**config.mk**
```make
export PLATFORM = sky130hd
export DESIGN_NAME = board_top
export DESIGN_NICKNAME = d
export VERILOG_FILES = /design/src/logic/board_audio_pkg.sv /design/src/logic/decay_strobe_gen.sv /design/src/logic/inmp441_mic_i2s_receiver.sv /design/src/logic/level_meter_lab.sv /design/src/logic/i2s_audio_out.sv /design/src/logic/board_top.sv
export SDC_FILE = /design/constraint.sdc
export NUM_CORES = 1
export LEC_CHECK = 0
export ABC_CLOCK_PERIOD_IN_PS = 5000
export BUFFER_PORTS_ARGS = -buffer_cell sky130_fd_sc_hd__buf_2
export CAP_MARGIN = 40
export CORE_UTILIZATION = 35
export CTS_BUF_LIST = sky130_fd_sc_hd__clkbuf_4 sky130_fd_sc_hd__clkbuf_8
export DETAILED_ROUTE_END_ITERATION = 10
export SETUP_SLACK_MARGIN = 0.2
export SLEW_MARGIN = 25
export SYNTH_ARGS = -nofsm -noshare
export SYNTH_HDL_FRONTEND = slang
export SYNTH_SLANG_ARGS = --single-unit
```
**constraint.sdc**
```tcl
create_clock -name clk -period 5 [get_ports clk]
set_clock_uncertainty 0.05 [all_clocks]
set_input_delay 0.25 -clock clk [delete_from_list [all_inputs] [get_ports clk]]
set_output_delay 0.25 -clock clk [all_outputs]
set_load 0.05 [all_outputs]
```
**src/logic/board_audio_pkg.sv**
```systemverilog
package board_audio_pkg;

    //----------------------------------------------------------
    // Sample widths

    localparam int w_mic_sample  = 24;  // INMP441 data word
    localparam int w_sound       = 16;  // Output word to the I2S DAC

    //----------------------------------------------------------
    // I2S frame shape, shared by microphone and output sides

    // clk cycles per half period of sck and bclk
    localparam int i2s_half_bit_clks = 4;

    localparam int mic_slot_bits = 32;  // Bits per ws half frame
    localparam int out_slot_bits = 16;  // Bits per lrclk half frame

    //----------------------------------------------------------
    // Level bar

    localparam int led_bar_width = 6;

    // Lowest LED lights at a peak of 2 ** led_base_bit
    localparam int led_base_bit  = 9;

    //----------------------------------------------------------
    // Types

    typedef logic signed [w_mic_sample  - 1:0] mic_sample_t;
    typedef logic signed [w_sound       - 1:0] sound_t;
    typedef logic        [led_bar_width - 1:0] led_bar_t;

endpackage

```
**src/logic/decay_strobe_gen.sv**
```systemverilog
`timescale 1ns/1ps

module decay_strobe_gen
#(
    parameter clk_mhz = 27,
              tick_hz = 2
)
(
    input  logic clk,
    input  logic reset,
    output logic decay_tick
);

    localparam int period = clk_mhz * 1000 * 1000 / tick_hz;
    localparam int w_cnt  = period > 1 ? $clog2 (period) : 1;

    logic [w_cnt - 1:0] cnt;

    // One pulse per period, a clock enable rather than a slow clock
    always_ff @(posedge clk)
    begin
        if (reset)
        begin
            cnt        <= '0;
            decay_tick <= 1'b0;
        end
        else if (cnt == w_cnt' (period - 1))
        begin
            cnt        <= '0;
            decay_tick <= 1'b1;
        end
        else
        begin
            cnt        <= cnt + 1'b1;
            decay_tick <= 1'b0;
        end
    end

endmodule

```
**src/logic/inmp441_mic_i2s_receiver.sv**
```systemverilog
`timescale 1ns/1ps

module inmp441_mic_i2s_receiver
(
    input  logic                         clk,
    input  logic                         reset,
    input  logic                         sd,

    output logic                         sck,
    output logic                         ws,

    output board_audio_pkg::mic_sample_t value,
    output logic                         value_valid
);

    import board_audio_pkg::*;

    //----------------------------------------------------------
    // Phase counter layout, LSB first
    //   half bit count, sck, bit position in slot, ws

    localparam int w_half  = $clog2 (i2s_half_bit_clks);
    localparam int w_bit   = $clog2 (mic_slot_bits);
    localparam int w_phase = w_half + 1 + w_bit + 1;

    logic [w_phase - 1:0] phase;
    logic [w_bit   - 1:0] bit_pos;

    logic        sck_rise;
    logic        take_bit;
    logic        last_bit;
    mic_sample_t shift;

    always_ff @(posedge clk)
    begin
        if (reset)
            phase <= '0;
        else
            phase <= phase + 1'b1;
    end

    assign sck     = phase [w_half];
    assign ws      = phase [w_phase - 1];  // Low for the left slot
    assign bit_pos = phase [w_half + 1 +: w_bit];

    // Edge on which sck goes high
    assign sck_rise = phase [w_half:0] == (w_half + 1)' (i2s_half_bit_clks - 1);

    //----------------------------------------------------------
    // Left slot data, bit positions 1 to 24, MSB first

    assign take_bit = sck_rise & ~ ws
                    & bit_pos != '0
                    & bit_pos <= w_bit' (w_mic_sample);

    assign last_bit = take_bit & bit_pos == w_bit' (w_mic_sample);

    always_ff @(posedge clk)
    begin
        if (take_bit)
            shift <= { shift [w_mic_sample - 2:0], sd };
    end

    // Whole word goes out together with the final bit
    always_ff @(posedge clk)
    begin
        if (last_bit)
            value <= { shift [w_mic_sample - 2:0], sd };
    end

    always_ff @(posedge clk)
    begin
        if (reset)
            value_valid <= 1'b0;
        else
            value_valid <= last_bit;
    end

endmodule

```
**src/logic/level_meter_lab.sv**
```systemverilog
`timescale 1ns/1ps

module level_meter_lab
(
    input  logic                         clk,
    input  logic                         reset,

    input  logic [1:0]                   lab_key,

    input  board_audio_pkg::mic_sample_t mic_value,
    input  logic                         mic_valid,
    input  logic                         decay_tick,

    output board_audio_pkg::sound_t      sound,
    output board_audio_pkg::led_bar_t    led_bar
);

    import board_audio_pkg::*;

    localparam sound_t sound_max = { 1'b0, { (w_sound - 1) { 1'b1 } } };
    localparam sound_t sound_min = { 1'b1, { (w_sound - 1) { 1'b0 } } };

    logic [1:0] key_meta;
    logic [1:0] key_sync;
    logic       gain;
    logic       mute;

    sound_t                   upper;
    logic signed [w_sound:0]  doubled;
    sound_t                   gained;
    sound_t                   sound_next;
    sound_t                   sound_neg;

    logic [w_sound - 2:0]     mag;
    logic [w_sound - 2:0]     peak;
    logic [w_sound - 2:0]     peak_next;

    //----------------------------------------------------------
    // Keys come from the board pins asynchronously

    always_ff @(posedge clk)
    begin
        if (reset)
        begin
            key_meta <= '0;
            key_sync <= '0;
        end
        else
        begin
            key_meta <= lab_key;
            key_sync <= key_meta;
        end
    end

    assign gain = key_sync [0];
    assign mute = key_sync [1];

    //----------------------------------------------------------
    // Gain, saturation and mute

    assign upper   = mic_value [w_mic_sample - 1 -: w_sound];
    assign doubled = { upper, 1'b0 };

    always_comb
    begin
        if (doubled [w_sound] == doubled [w_sound - 1])
            gained = doubled [w_sound - 1:0];
        else if (doubled [w_sound])
            gained = sound_min;  // Negative overflow
        else
            gained = sound_max;
    end

    always_comb
    begin
        if (mute)
            sound_next = '0;
        else if (gain)
            sound_next = gained;
        else
            sound_next = upper;
    end

    //----------------------------------------------------------
    // Peak magnitude since the last decay tick

    assign sound_neg = - sound_next;

    always_comb
    begin
        if (~ sound_next [w_sound - 1])
            mag = sound_next [w_sound - 2:0];
        else if (sound_next == sound_min)
            mag = '1;  // Clamp to 32767
        else
            mag = sound_neg [w_sound - 2:0];
    end

    always_comb
    begin
        if (mic_valid)
            peak_next = (decay_tick || mag > peak) ? mag : peak;
        else if (decay_tick)
            peak_next = '0;
        else
            peak_next = peak;
    end

    always_ff @(posedge clk)
    begin
        if (reset)
        begin
            sound <= '0;
            peak  <= '0;
        end
        else
        begin
            if (mic_valid)
                sound <= sound_next;

            peak <= peak_next;
        end
    end

    // Thermometer, one LED per power of two
    always_comb
    begin
        for (int i = 0; i < led_bar_width; i ++)
            led_bar [i] = (peak >> (led_base_bit + i)) != '0;
    end

endmodule

```
**src/logic/i2s_audio_out.sv**
```systemverilog
`timescale 1ns/1ps

module i2s_audio_out
(
    input  logic                    clk,
    input  logic                    reset,
    input  board_audio_pkg::sound_t sound,

    output logic                    mclk,
    output logic                    bclk,
    output logic                    lrclk,
    output logic                    sdata
);

    import board_audio_pkg::*;

    //----------------------------------------------------------
    // Divider chain
    //   cnt [0] is mclk, then bclk, bit position, lrclk on top

    localparam int w_half = $clog2 (i2s_half_bit_clks);
    localparam int w_pos  = $clog2 (out_slot_bits);
    localparam int w_cnt  = w_half + 1 + w_pos + 1;

    logic [w_cnt - 1:0] cnt;
    logic [w_pos - 1:0] pos;

    logic bit_end;    // Next edge is a bclk fall
    logic frame_end;  // Next edge is an lrclk fall

    sound_t               word;
    logic [w_sound - 1:0] shreg;

    assign mclk  = cnt [0];
    assign bclk  = cnt [w_half];
    assign lrclk = cnt [w_cnt - 1];

    assign pos       = cnt [w_half + 1 +: w_pos];
    assign bit_end   = & cnt [w_half:0];
    assign frame_end = & cnt;

    //----------------------------------------------------------
    // Serializer
    // MSB goes out one bit after the lrclk edge, so the LSB
    // lands in the first bit time of the following slot

    always_ff @(posedge clk)
    begin
        if (reset)
        begin
            cnt   <= '0;
            word  <= '0;
            shreg <= '0;
            sdata <= 1'b0;
        end
        else
        begin
            cnt <= cnt + 1'b1;

            if (frame_end)
                word <= sound;  // Same word for both slots

            if (bit_end)
            begin
                if (pos == '0)
                begin
                    sdata <= word [w_sound - 1];
                    shreg <= word << 1;
                end
                else
                begin
                    sdata <= shreg [w_sound - 1];
                    shreg <= shreg << 1;
                end
            end
        end
    end

endmodule

```
**src/logic/board_top.sv**
```systemverilog
`timescale 1ns/1ps

module board_top
#(
    parameter clk_mhz = 27,
              tick_hz = 2
)
(
    input  logic                                   clk,
    input  logic                                   reset,

    input  logic [1:0]                             key,  // Active low
    output logic [board_audio_pkg::led_bar_width - 1:0] led,  // Active low

    output logic                                   mic_sck,
    output logic                                   mic_ws,
    output logic                                   mic_lr,
    input  logic                                   mic_sd,

    output logic                                   aud_mclk,
    output logic                                   aud_bclk,
    output logic                                   aud_lrclk,
    output logic                                   aud_sdata
);

    import board_audio_pkg::*;

    logic [1:0]  lab_key;
    led_bar_t    led_bar;

    mic_sample_t mic_value;
    logic        mic_valid;
    logic        decay_tick;
    sound_t      sound;

    //----------------------------------------------------------
    // Board buttons and LEDs are active low

    assign lab_key = ~ key;
    assign led     = ~ led_bar;

    assign mic_lr  = 1'b0;  // Microphone talks in the left slot

    //----------------------------------------------------------

    decay_strobe_gen
    #(
        .clk_mhz    ( clk_mhz    ),
        .tick_hz    ( tick_hz    )
    )
    i_decay_strobe_gen
    (
        .clk        ( clk        ),
        .reset      ( reset      ),
        .decay_tick ( decay_tick )
    );

    inmp441_mic_i2s_receiver i_microphone
    (
        .clk         ( clk       ),
        .reset       ( reset     ),
        .sd          ( mic_sd    ),
        .sck         ( mic_sck   ),
        .ws          ( mic_ws    ),
        .value       ( mic_value ),
        .value_valid ( mic_valid )
    );

    level_meter_lab i_lab
    (
        .clk        ( clk        ),
        .reset      ( reset      ),
        .lab_key    ( lab_key    ),
        .mic_value  ( mic_value  ),
        .mic_valid  ( mic_valid  ),
        .decay_tick ( decay_tick ),
        .sound      ( sound      ),
        .led_bar    ( led_bar    )
    );

    i2s_audio_out i_audio_out
    (
        .clk   ( clk       ),
        .reset ( reset     ),
        .sound ( sound     ),
        .mclk  ( aud_mclk  ),
        .bclk  ( aud_bclk  ),
        .lrclk ( aud_lrclk ),
        .sdata ( aud_sdata )
    );

endmodule

```
==> flow_summary.json, run 1 <==
{
  "antenna_cells": 0,
  "slew_viol_final": 0,
  "status": "finished clean",
  "end_kind": "register",
  "seqPwrFrac": 0.542,
  "rsz0062_at_grt": "false",
  "r2r_start": "i_microphone.value[23]",
  "ant_nets": 0,
  "syn_inst": 675,
  "clk_pin_slew_ns": 0.08,
  "dr.pass1.iters": 4,
  "grt_use_total": 0.135,
  "cp-start-kind": "register",
  "grt_max_degree": 64,
  "min-delay-start": "reset",
  "p_sw_w": 0.000537,
  "synth_top_family_by_area": "simple AND/OR/NAND/NOR gates",
  "yosysWarnings": 0,
  "antenna_found_initial": 0,
  "die_height_um": 141,
  "tns_ns": 0,
  "min_period_ns": 4.45,
  "top_level_ports": 18,
  "p_leak_nw": 2.68,
  "finish.instance_area_mm2": 0.00755,
  "p_clk_frac": 0.401,
  "cts_setup_buffers": 0,
  "die_w_um": 141,
  "hold_path.class": "input port to register",
  "worstPathRequired_ns": 5.29,
  "syn_area_per_cell_um2": 9.99,
  "die_area_mm2": 0.0198,
  "overflow": 0,
  "syn_nets": 704,
  "muxShareOfSynthArea": 0.0475,
  "async_reset_ff_frac": 0,
  "start_util": 0.359,
  "drt_wl_total_mm": 12.5,
  "syn2layout_area_growth_pct": 12.0,
  "max_freq_mhz": 225,
  "switching_share": 0.234,
  "clkLatencyLatePin_ns": 0.44,
  "drive_gt1_frac": 0.142,
  "hold_end": "i_lab.sound[1]",
  "core_area_mm2": 0.0188,
  "hold_viol": 0,
  "finalSetupViolCount": 0,
  "grt_pass1_wl_mm": 21.3,
  "ys_types": 59,
  "cp_max_fo": 13,
  "max-slew-margin-rel": 0.543,
  "cp_common_cell": "ha_1",
  "pre_cts_ws_ns": 0.324,
  "drt_iter0_drc": 229,
  "totalPowerFinal_w": 0.00230,
  "ir_drop_uv": 212,
  "synth_seq_cells": 149,
  "maxCapViolCount": 0,
  "slowest_delay_ns": 0.47,
  "vias": 4635,
  "viasPerCell": 4.90,
  "cts_tree": "yes",
  "grt_pass1_vias": 4323,
  "whs_path_depth": 2,
  "synth-edff-count": 39,
  "fin_nets": 728,
  "cts_buffers": 17,
  "cts_max_path_buffers": 2,
  "internal_power_w": 0.00176,
  "dpl_cell_area_mm2": 0.00712,
  "ys.flop_type": "dfxtp_1",
  "fin_crit_sh": 0.890,
  "ctsHtreeMaxLevel": 4,
  "wire_per_inst_um": 13.2,
  "dp_hpwl_mm": 8.66,
  "globalplace.congestion": 0.783,
  "synthXorXnorAreaFrac": 0.0520,
  "synth-simple-area-share": 0.193,
  "fin_ws_ns": 0.549,
  "synth.yosys.seq_area_share": 0.500,
  "r2r_setup_slack_ns": 0.55,
  "cpMaxStageDelayCell": "edfxtp_1",
  "powerDensity_mw_per_mm2": 304,
  "cts_sinks": 149,
  "cp.arrival_ns": 4.74,
  "cp_cell_sequence": "ha_1 -> or2_4 -> a311oi_1 -> inv_1 -> ha_1 -> inv_1 -> nor3_2 -> nand2_2 -> o311a_1 -> nor3_2 -> ha_1 -> nand4_1 -> a211oi_1 -> a2111oi_0 -> o21a_2 -> nor3b_2 -> buf_2 -> a22o_1",
  "worst_pin_slew_ns": 0.685,
  "syn_area_mm2": 0.00674,
  "reg2regPathDepth": 18,
  "synth_compound_area_frac": 0.122,
  "synthAdderAreaFrac": 0.0445,
  "worstSetupPathType": "register to register",
  "pwr-share-comb": 0.057,
  "reg2reg_to": "i_lab.peak[11]",
  "io_buffers": 16,
  "cts_root_buf": "clkbuf_8",
  "rows": 50,
  "drc": 0
}
cells in the mapped netlist (4+ instances only):
cell type	number	area (µm²)
dfxtp_1	110	2200
nor2_1	101	379
nand2_1	63	236
edfxtp_1	39	1170
a21oi_1	34	170
mux2i_1	32	320
inv_1	27	101
ha_1	24	300
xor2_1	21	184
xnor2_1	19	166
clkbuf_1	18	67.6
a211oi_1	17	128
nand3_1	17	85.1
nor2b_1	14	87.6
a22o_1	9	78.8
buf_2	9	45.0
nor3_1	9	45.0
a311oi_2	7	105
nand2_2	7	43.8
nand4_1	7	43.8
o21ai_0	7	35.0
and3_1	6	37.5
and4_1	6	52.6
a22oi_1	5	37.5
or3_1	5	31.3
a311oi_4	4	105
nand2b_1	4	25.0
o21ai_1	4	20.0
o31ai_1	4	30.0
timing repair:
item / CTS / global route
gates resized for setup: 0 / 2
endpoints found under the setup margin: 0 / 12
endpoints found under the hold margin: 3 / 0
hold buffers: 3 / 0
power by group through the flow:
stage	clock, W	combinational (W)	sequential, W
final	0.000923	0.000131	0.00125
after global routing	0.00101	0.000144	0.00125
after CTS	0.000953	0.000131	0.00124
after detailed placement	0	0.000129	0.00127
after global placement	0	0.000128	0.00127
after floorplan	0	0.0000934	0.00128
area by class of cell:
type | instances | area (µm²)
fillers | 1846 | 11200
well taps | 234 | 293
clock buffers | 22 | 272
repair buffers | 39 | 262
inverters | 27 | 101
clock inverters | 10 | 123
flip-flops and latches | 149 | 3370
multi-input cells | 465 | 3130
cells in the final DEF, fill, tap and decap left out, types with 9 or more instances in the layout:
master / instances
xnor2_1: 19
ha_1: 24
nand3_1: 17
buf_2: 17
a22o_1: 9
buf_4: 18
nor2_1: 101
edfxtp_1: 39
dfxtp_1: 110
xor2_1: 21
inv_1: 27
nor3_1: 9
nor2b_1: 14
mux2i_1: 32
a211oi_1: 17
nand2_1: 63
clkbuf_8: 17
a21oi_1: 34
metal layers:
layer / up-vias / track usage / part of all wire
met5: - / 0 / 0
met4: 0 / 0.0532 / 0.015
met3: 15 / 0.0401 / 0.029
met2: 47 / 0.203 / 0.43
met1: 2165 / 0.181 / 0.52
li1: 2408 / - / -
critical path: cells and delay by family (launching register included):
family | cells | cell delay, ns
simple gates | 6 | 1.18
buf+inv | 3 | 0.35
flops | 1 | 0.47
compound gates | 6 | 1.52
fa+ha+maj | 3 | 0.77
metrics by stage:
step | instances | utilization | hold slack, ns
after floorplan | 675 | - | 0.272
after global placement | 909 | 0.379 | 0.352
after detailed placement | 911 | 0.379 | 0.356
after CTS | 946 | 0.402 | 0.138
after global routing | 946 | 0.402 | 0.157
final | 946 | 0.402 | 0.172
flip-flops by register name, indices dropped and copies added, names as in the netlist, 2 cells and up:
register,count
i_lab.peak,15
i_microphone.value,16
i_audio_out.cnt,8
i_lab.key_sync,2
i_microphone.phase,9
i_audio_out.word,16
i_lab.key_meta,2
i_decay_strobe_gen.cnt,24
i_lab.sound,16
i_microphone.shift,23
i_audio_out.shreg,15
worst max path at each step:
stage | start | slack (ns) | endpoint | depth (start not counted)
2_1_floorplan | i_microphone.value[23] | 0.70 | i_lab.peak[10] | 20
6_report | i_microphone.value[23] | 0.55 | i_lab.peak[11] | 18
3_3_place_gp | i_microphone.value[23] | 0.28 | i_lab.peak[9] | 17
4_1_cts | i_microphone.value[23] | 0.30 | i_lab.peak[11] | 18
5_1_grt | i_microphone.value[23] | 0.22 | i_lab.peak[11] | 18
3_5_place_dp | i_microphone.value[23] | 0.32 | i_lab.peak[6] | 18
logic make-up after synthesis:
family | after synthesis
AO/OA/AOI/OAI | 104
XOR/XNOR | 40
adder cells (fa/ha/maj) | 24
buffers and inverters | 61
flip-flops | 149
multiplexers | 32
other | 1
AND/OR/NAND/NOR | 264
No activity file was read; power rests on OpenSTA's default activity.
==> run 2, diff against run 1 <==
--- a/config.mk
+++ b/config.mk
@@ -5,7 +5,7 @@
 export SDC_FILE = /design/constraint.sdc
 export NUM_CORES = 1
 export LEC_CHECK = 0
-export ABC_CLOCK_PERIOD_IN_PS = 5000
+export ABC_CLOCK_PERIOD_IN_PS = 4300
 export BUFFER_PORTS_ARGS = -buffer_cell sky130_fd_sc_hd__buf_2
 export CAP_MARGIN = 40
 export CORE_UTILIZATION = 35
@@ -15,4 +15,5 @@
 export SLEW_MARGIN = 25
 export SYNTH_ARGS = -nofsm -noshare
 export SYNTH_HDL_FRONTEND = slang
+export SYNTH_HIERARCHICAL = 1
 export SYNTH_SLANG_ARGS = --single-unit
==> constraint.sdc (replaced) <==
create_clock -name clk -period 4.3 [get_ports clk]
set_clock_uncertainty 0.05 [all_clocks]
set_input_delay 0.215 -clock clk [delete_from_list [all_inputs] [get_ports clk]]
set_output_delay 0.215 -clock clk [all_outputs]
set_load 0.05 [all_outputs]
==> flow_summary.json, run 2 <==
{
  "cts_sinks": 149,
  "cp.arrival_ns": 4.30,
  "drt_iter0_drc": 281,
  "cts_max_path_buffers": 2,
  "worst_pin_slew_ns": 0.781,
  "totalPowerFinal_w": 0.00291,
  "cp_max_fo": 6,
  "powerDensity_mw_per_mm2": 340,
  "hold_viol": 0,
  "cpMaxStageDelayCell": "edfxtp_1",
  "viasPerCell": 4.87,
  "finalSetupViolCount": 0,
  "drt_wl_total_mm": 14.3,
  "start_util": 0.357,
  "p_leak_nw": 2.87,
  "syn_area_per_cell_um2": 9.99,
  "most-common-layout-cells": "109 x dfxtp_1, 85 x nor2_1, 64 x nand2_1, 41 x buf_4, 39 x edfxtp_1",
  "final_common_cell": "dfxtp_1",
  "vias": 5134,
  "globalplace.congestion": 0.841,
  "syn_nets": 749,
  "reg.largest.list": "i_decay_strobe_gen/cnt (24), i_microphone/shift (23)",
  "die_w_um": 146,
  "end_kind": "register",
  "dp_hpwl_mm": 9.69,
  "die_height_um": 146,
  "ctsHtreeMaxLevel": 4,
  "yosysWarnings": 6,
  "tns_ns": 0,
  "grt_max_degree": 63,
  "syn_inst": 722,
  "worstSetupPathType": "register to register",
  "dpl_cell_area_mm2": 0.00767,
  "hold_path.class": "input port to register",
  "antenna_found_initial": 0,
  "clkLatencyLatePin_ns": 0.44,
  "rsz0062_at_grt": "false",
  "hold_ws_ns": 0.192,
  "wire_per_inst_um": 13.6,
  "seqCellArea_mm2": 0.00337,
  "cts_tree": "yes",
  "dr.pass1.iters": 7,
  "cp-start-kind": "register",
  "syn_area_mm2": 0.00721,
  "clk_pin_slew_ns": 0.08,
  "top_level_ports": 18,
  "grt_use_total": 0.137,
  "drc": 0,
  "max_freq_mhz": 249,
  "slew_viol_final": 0,
  "rows": 52,
  "path_delay_family": "simple AND/OR/NAND/NOR gates",
  "cts_buffers": 17,
  "status": "finished clean",
  "cp_common_cell": "buf_4",
  "max-slew-margin-rel": 0.479,
  "multi_input_area_mm2": 0.00369,
  "largest_reg_flops": 24,
  "worstPathRequired_ns": 4.59,
  "finish.instance_area_mm2": 0.00857,
  "maxCapViolCount": 0,
  "regMostFlops": "i_decay_strobe_gen/cnt",
  "syn2layout_area_growth_pct": 18.9,
  "core_area_mm2": 0.0202,
  "drive_gt1_frac": 0.228,
  "ir_drop_uv": 235,
  "antenna_cells": 0,
  "grt_pass1_vias": 4783,
  "worst-path-buf-inv": 3,
  "fill_cells": 1941,
  "ant_nets": 0,
  "min_period_ns": 4.01,
  "overflow": 0,
  "fin_nets": 798,
  "io_buffers": 16,
  "cp_cell_sequence": "ha_4 -> or2_4 -> buf_8 -> a311oi_4 -> nor4_4 -> buf_4 -> nand2_2 -> nand2_1 -> xor2_2 -> o21ai_2 -> ha_1 -> nand4_1 -> nor4_1 -> o21bai_1 -> nor4b_4 -> buf_4 -> a22oi_1 -> o21ai_1",
  "slowest_delay_ns": 0.44,
  "grt_pass1_wl_mm": 23.5,
  "die_area_mm2": 0.0212,
  "cts_root_buf": "clkbuf_8",
  "fin_crit_sh": 0.933
}
run 2: worst reg2reg max path, cell delays in order (launching register included):
cell and delay [ns]:
edfxtp_1 0.44, ha_4 0.29, or2_4 0.29, buf_8 0.15, a311oi_4 0.44, nor4_4 0.09
buf_4 0.19, nand2_2 0.09, nand2_1 0.09, xor2_2 0.21, o21ai_2 0.08, ha_1 0.31
nand4_1 0.14, nor4_1 0.37, o21bai_1 0.14, nor4b_4 0.16, buf_4 0.18, a22oi_1 0.13
o21ai_1 0.08
run 2: through the flow:
stage	instances	utilization	setup WS, ns
floorplan	722	-	0.0872
global placement	990	0.378	0.110
detailed placement	992	0.379	0.114
CTS	1034	0.408	0.229
global route	1054	0.424	0.144
finish	1054	0.424	0.290
run 2: cell type report:
| class | count | area share |
|---|---|---|
| Clock buffer | 23 | 0.0333 |
| Clock inverter | 9 | 0.0232 |
| Inverter | 39 | 0.0174 |
| Multi-Input combinational cell | 496 | 0.430 |
| Sequential cell | 149 | 0.394 |
| Tap cell | 270 | 0.0394 |
| Timing Repair Buffer | 68 | 0.0633 |
run 2: layer usage:
layer  vias up  share of wire  track usage  wire (µm)
li1       2663              -            -          -
met1      2412           0.50        0.184       7200
met2        47           0.46        0.214       6590
met3        12          0.023       0.0329        325
met4         0          0.012       0.0542        174
met5         -              0            0          0
run 2: repair_timing:
| action | CTS | global route |
|---|---|---|
| hold buffers | 3 | 0 |
| endpoints found under the setup margin | 15 | 15 |
| endpoints found under the hold margin | 3 | 0 |
| pin swaps | 5 | 17 |
| gates cloned | 0 | 2 |
| gates resized for setup | 1 | 22 |
| setup buffers | 7 | 18 |
run 2: report_power, final:
part / internal, W / total (W) / switching (W)
Combinational: 0.0000700 / 0.000170 / 0.0000999
Sequential: 0.00144 / 0.00145 / 0.00000986
Clock: 0.000798 / 0.00129 / 0.000497
Total: 0.00231 / 0.00291 / 0.000606
run 2: path summary, 6_finish.rpt:
path,start,to,slack [ns],cells past startpoint
setup / recovery,i_microphone/value[22],i_lab/peak[10],0.29,18
hold / removal,reset,i_audio_out/cnt[0],0.19,2
setup reg to reg,i_microphone/value[22],i_lab/peak[10],0.29,18
hold reg to reg,i_microphone/shift[1],i_microphone/shift[2],0.37,0
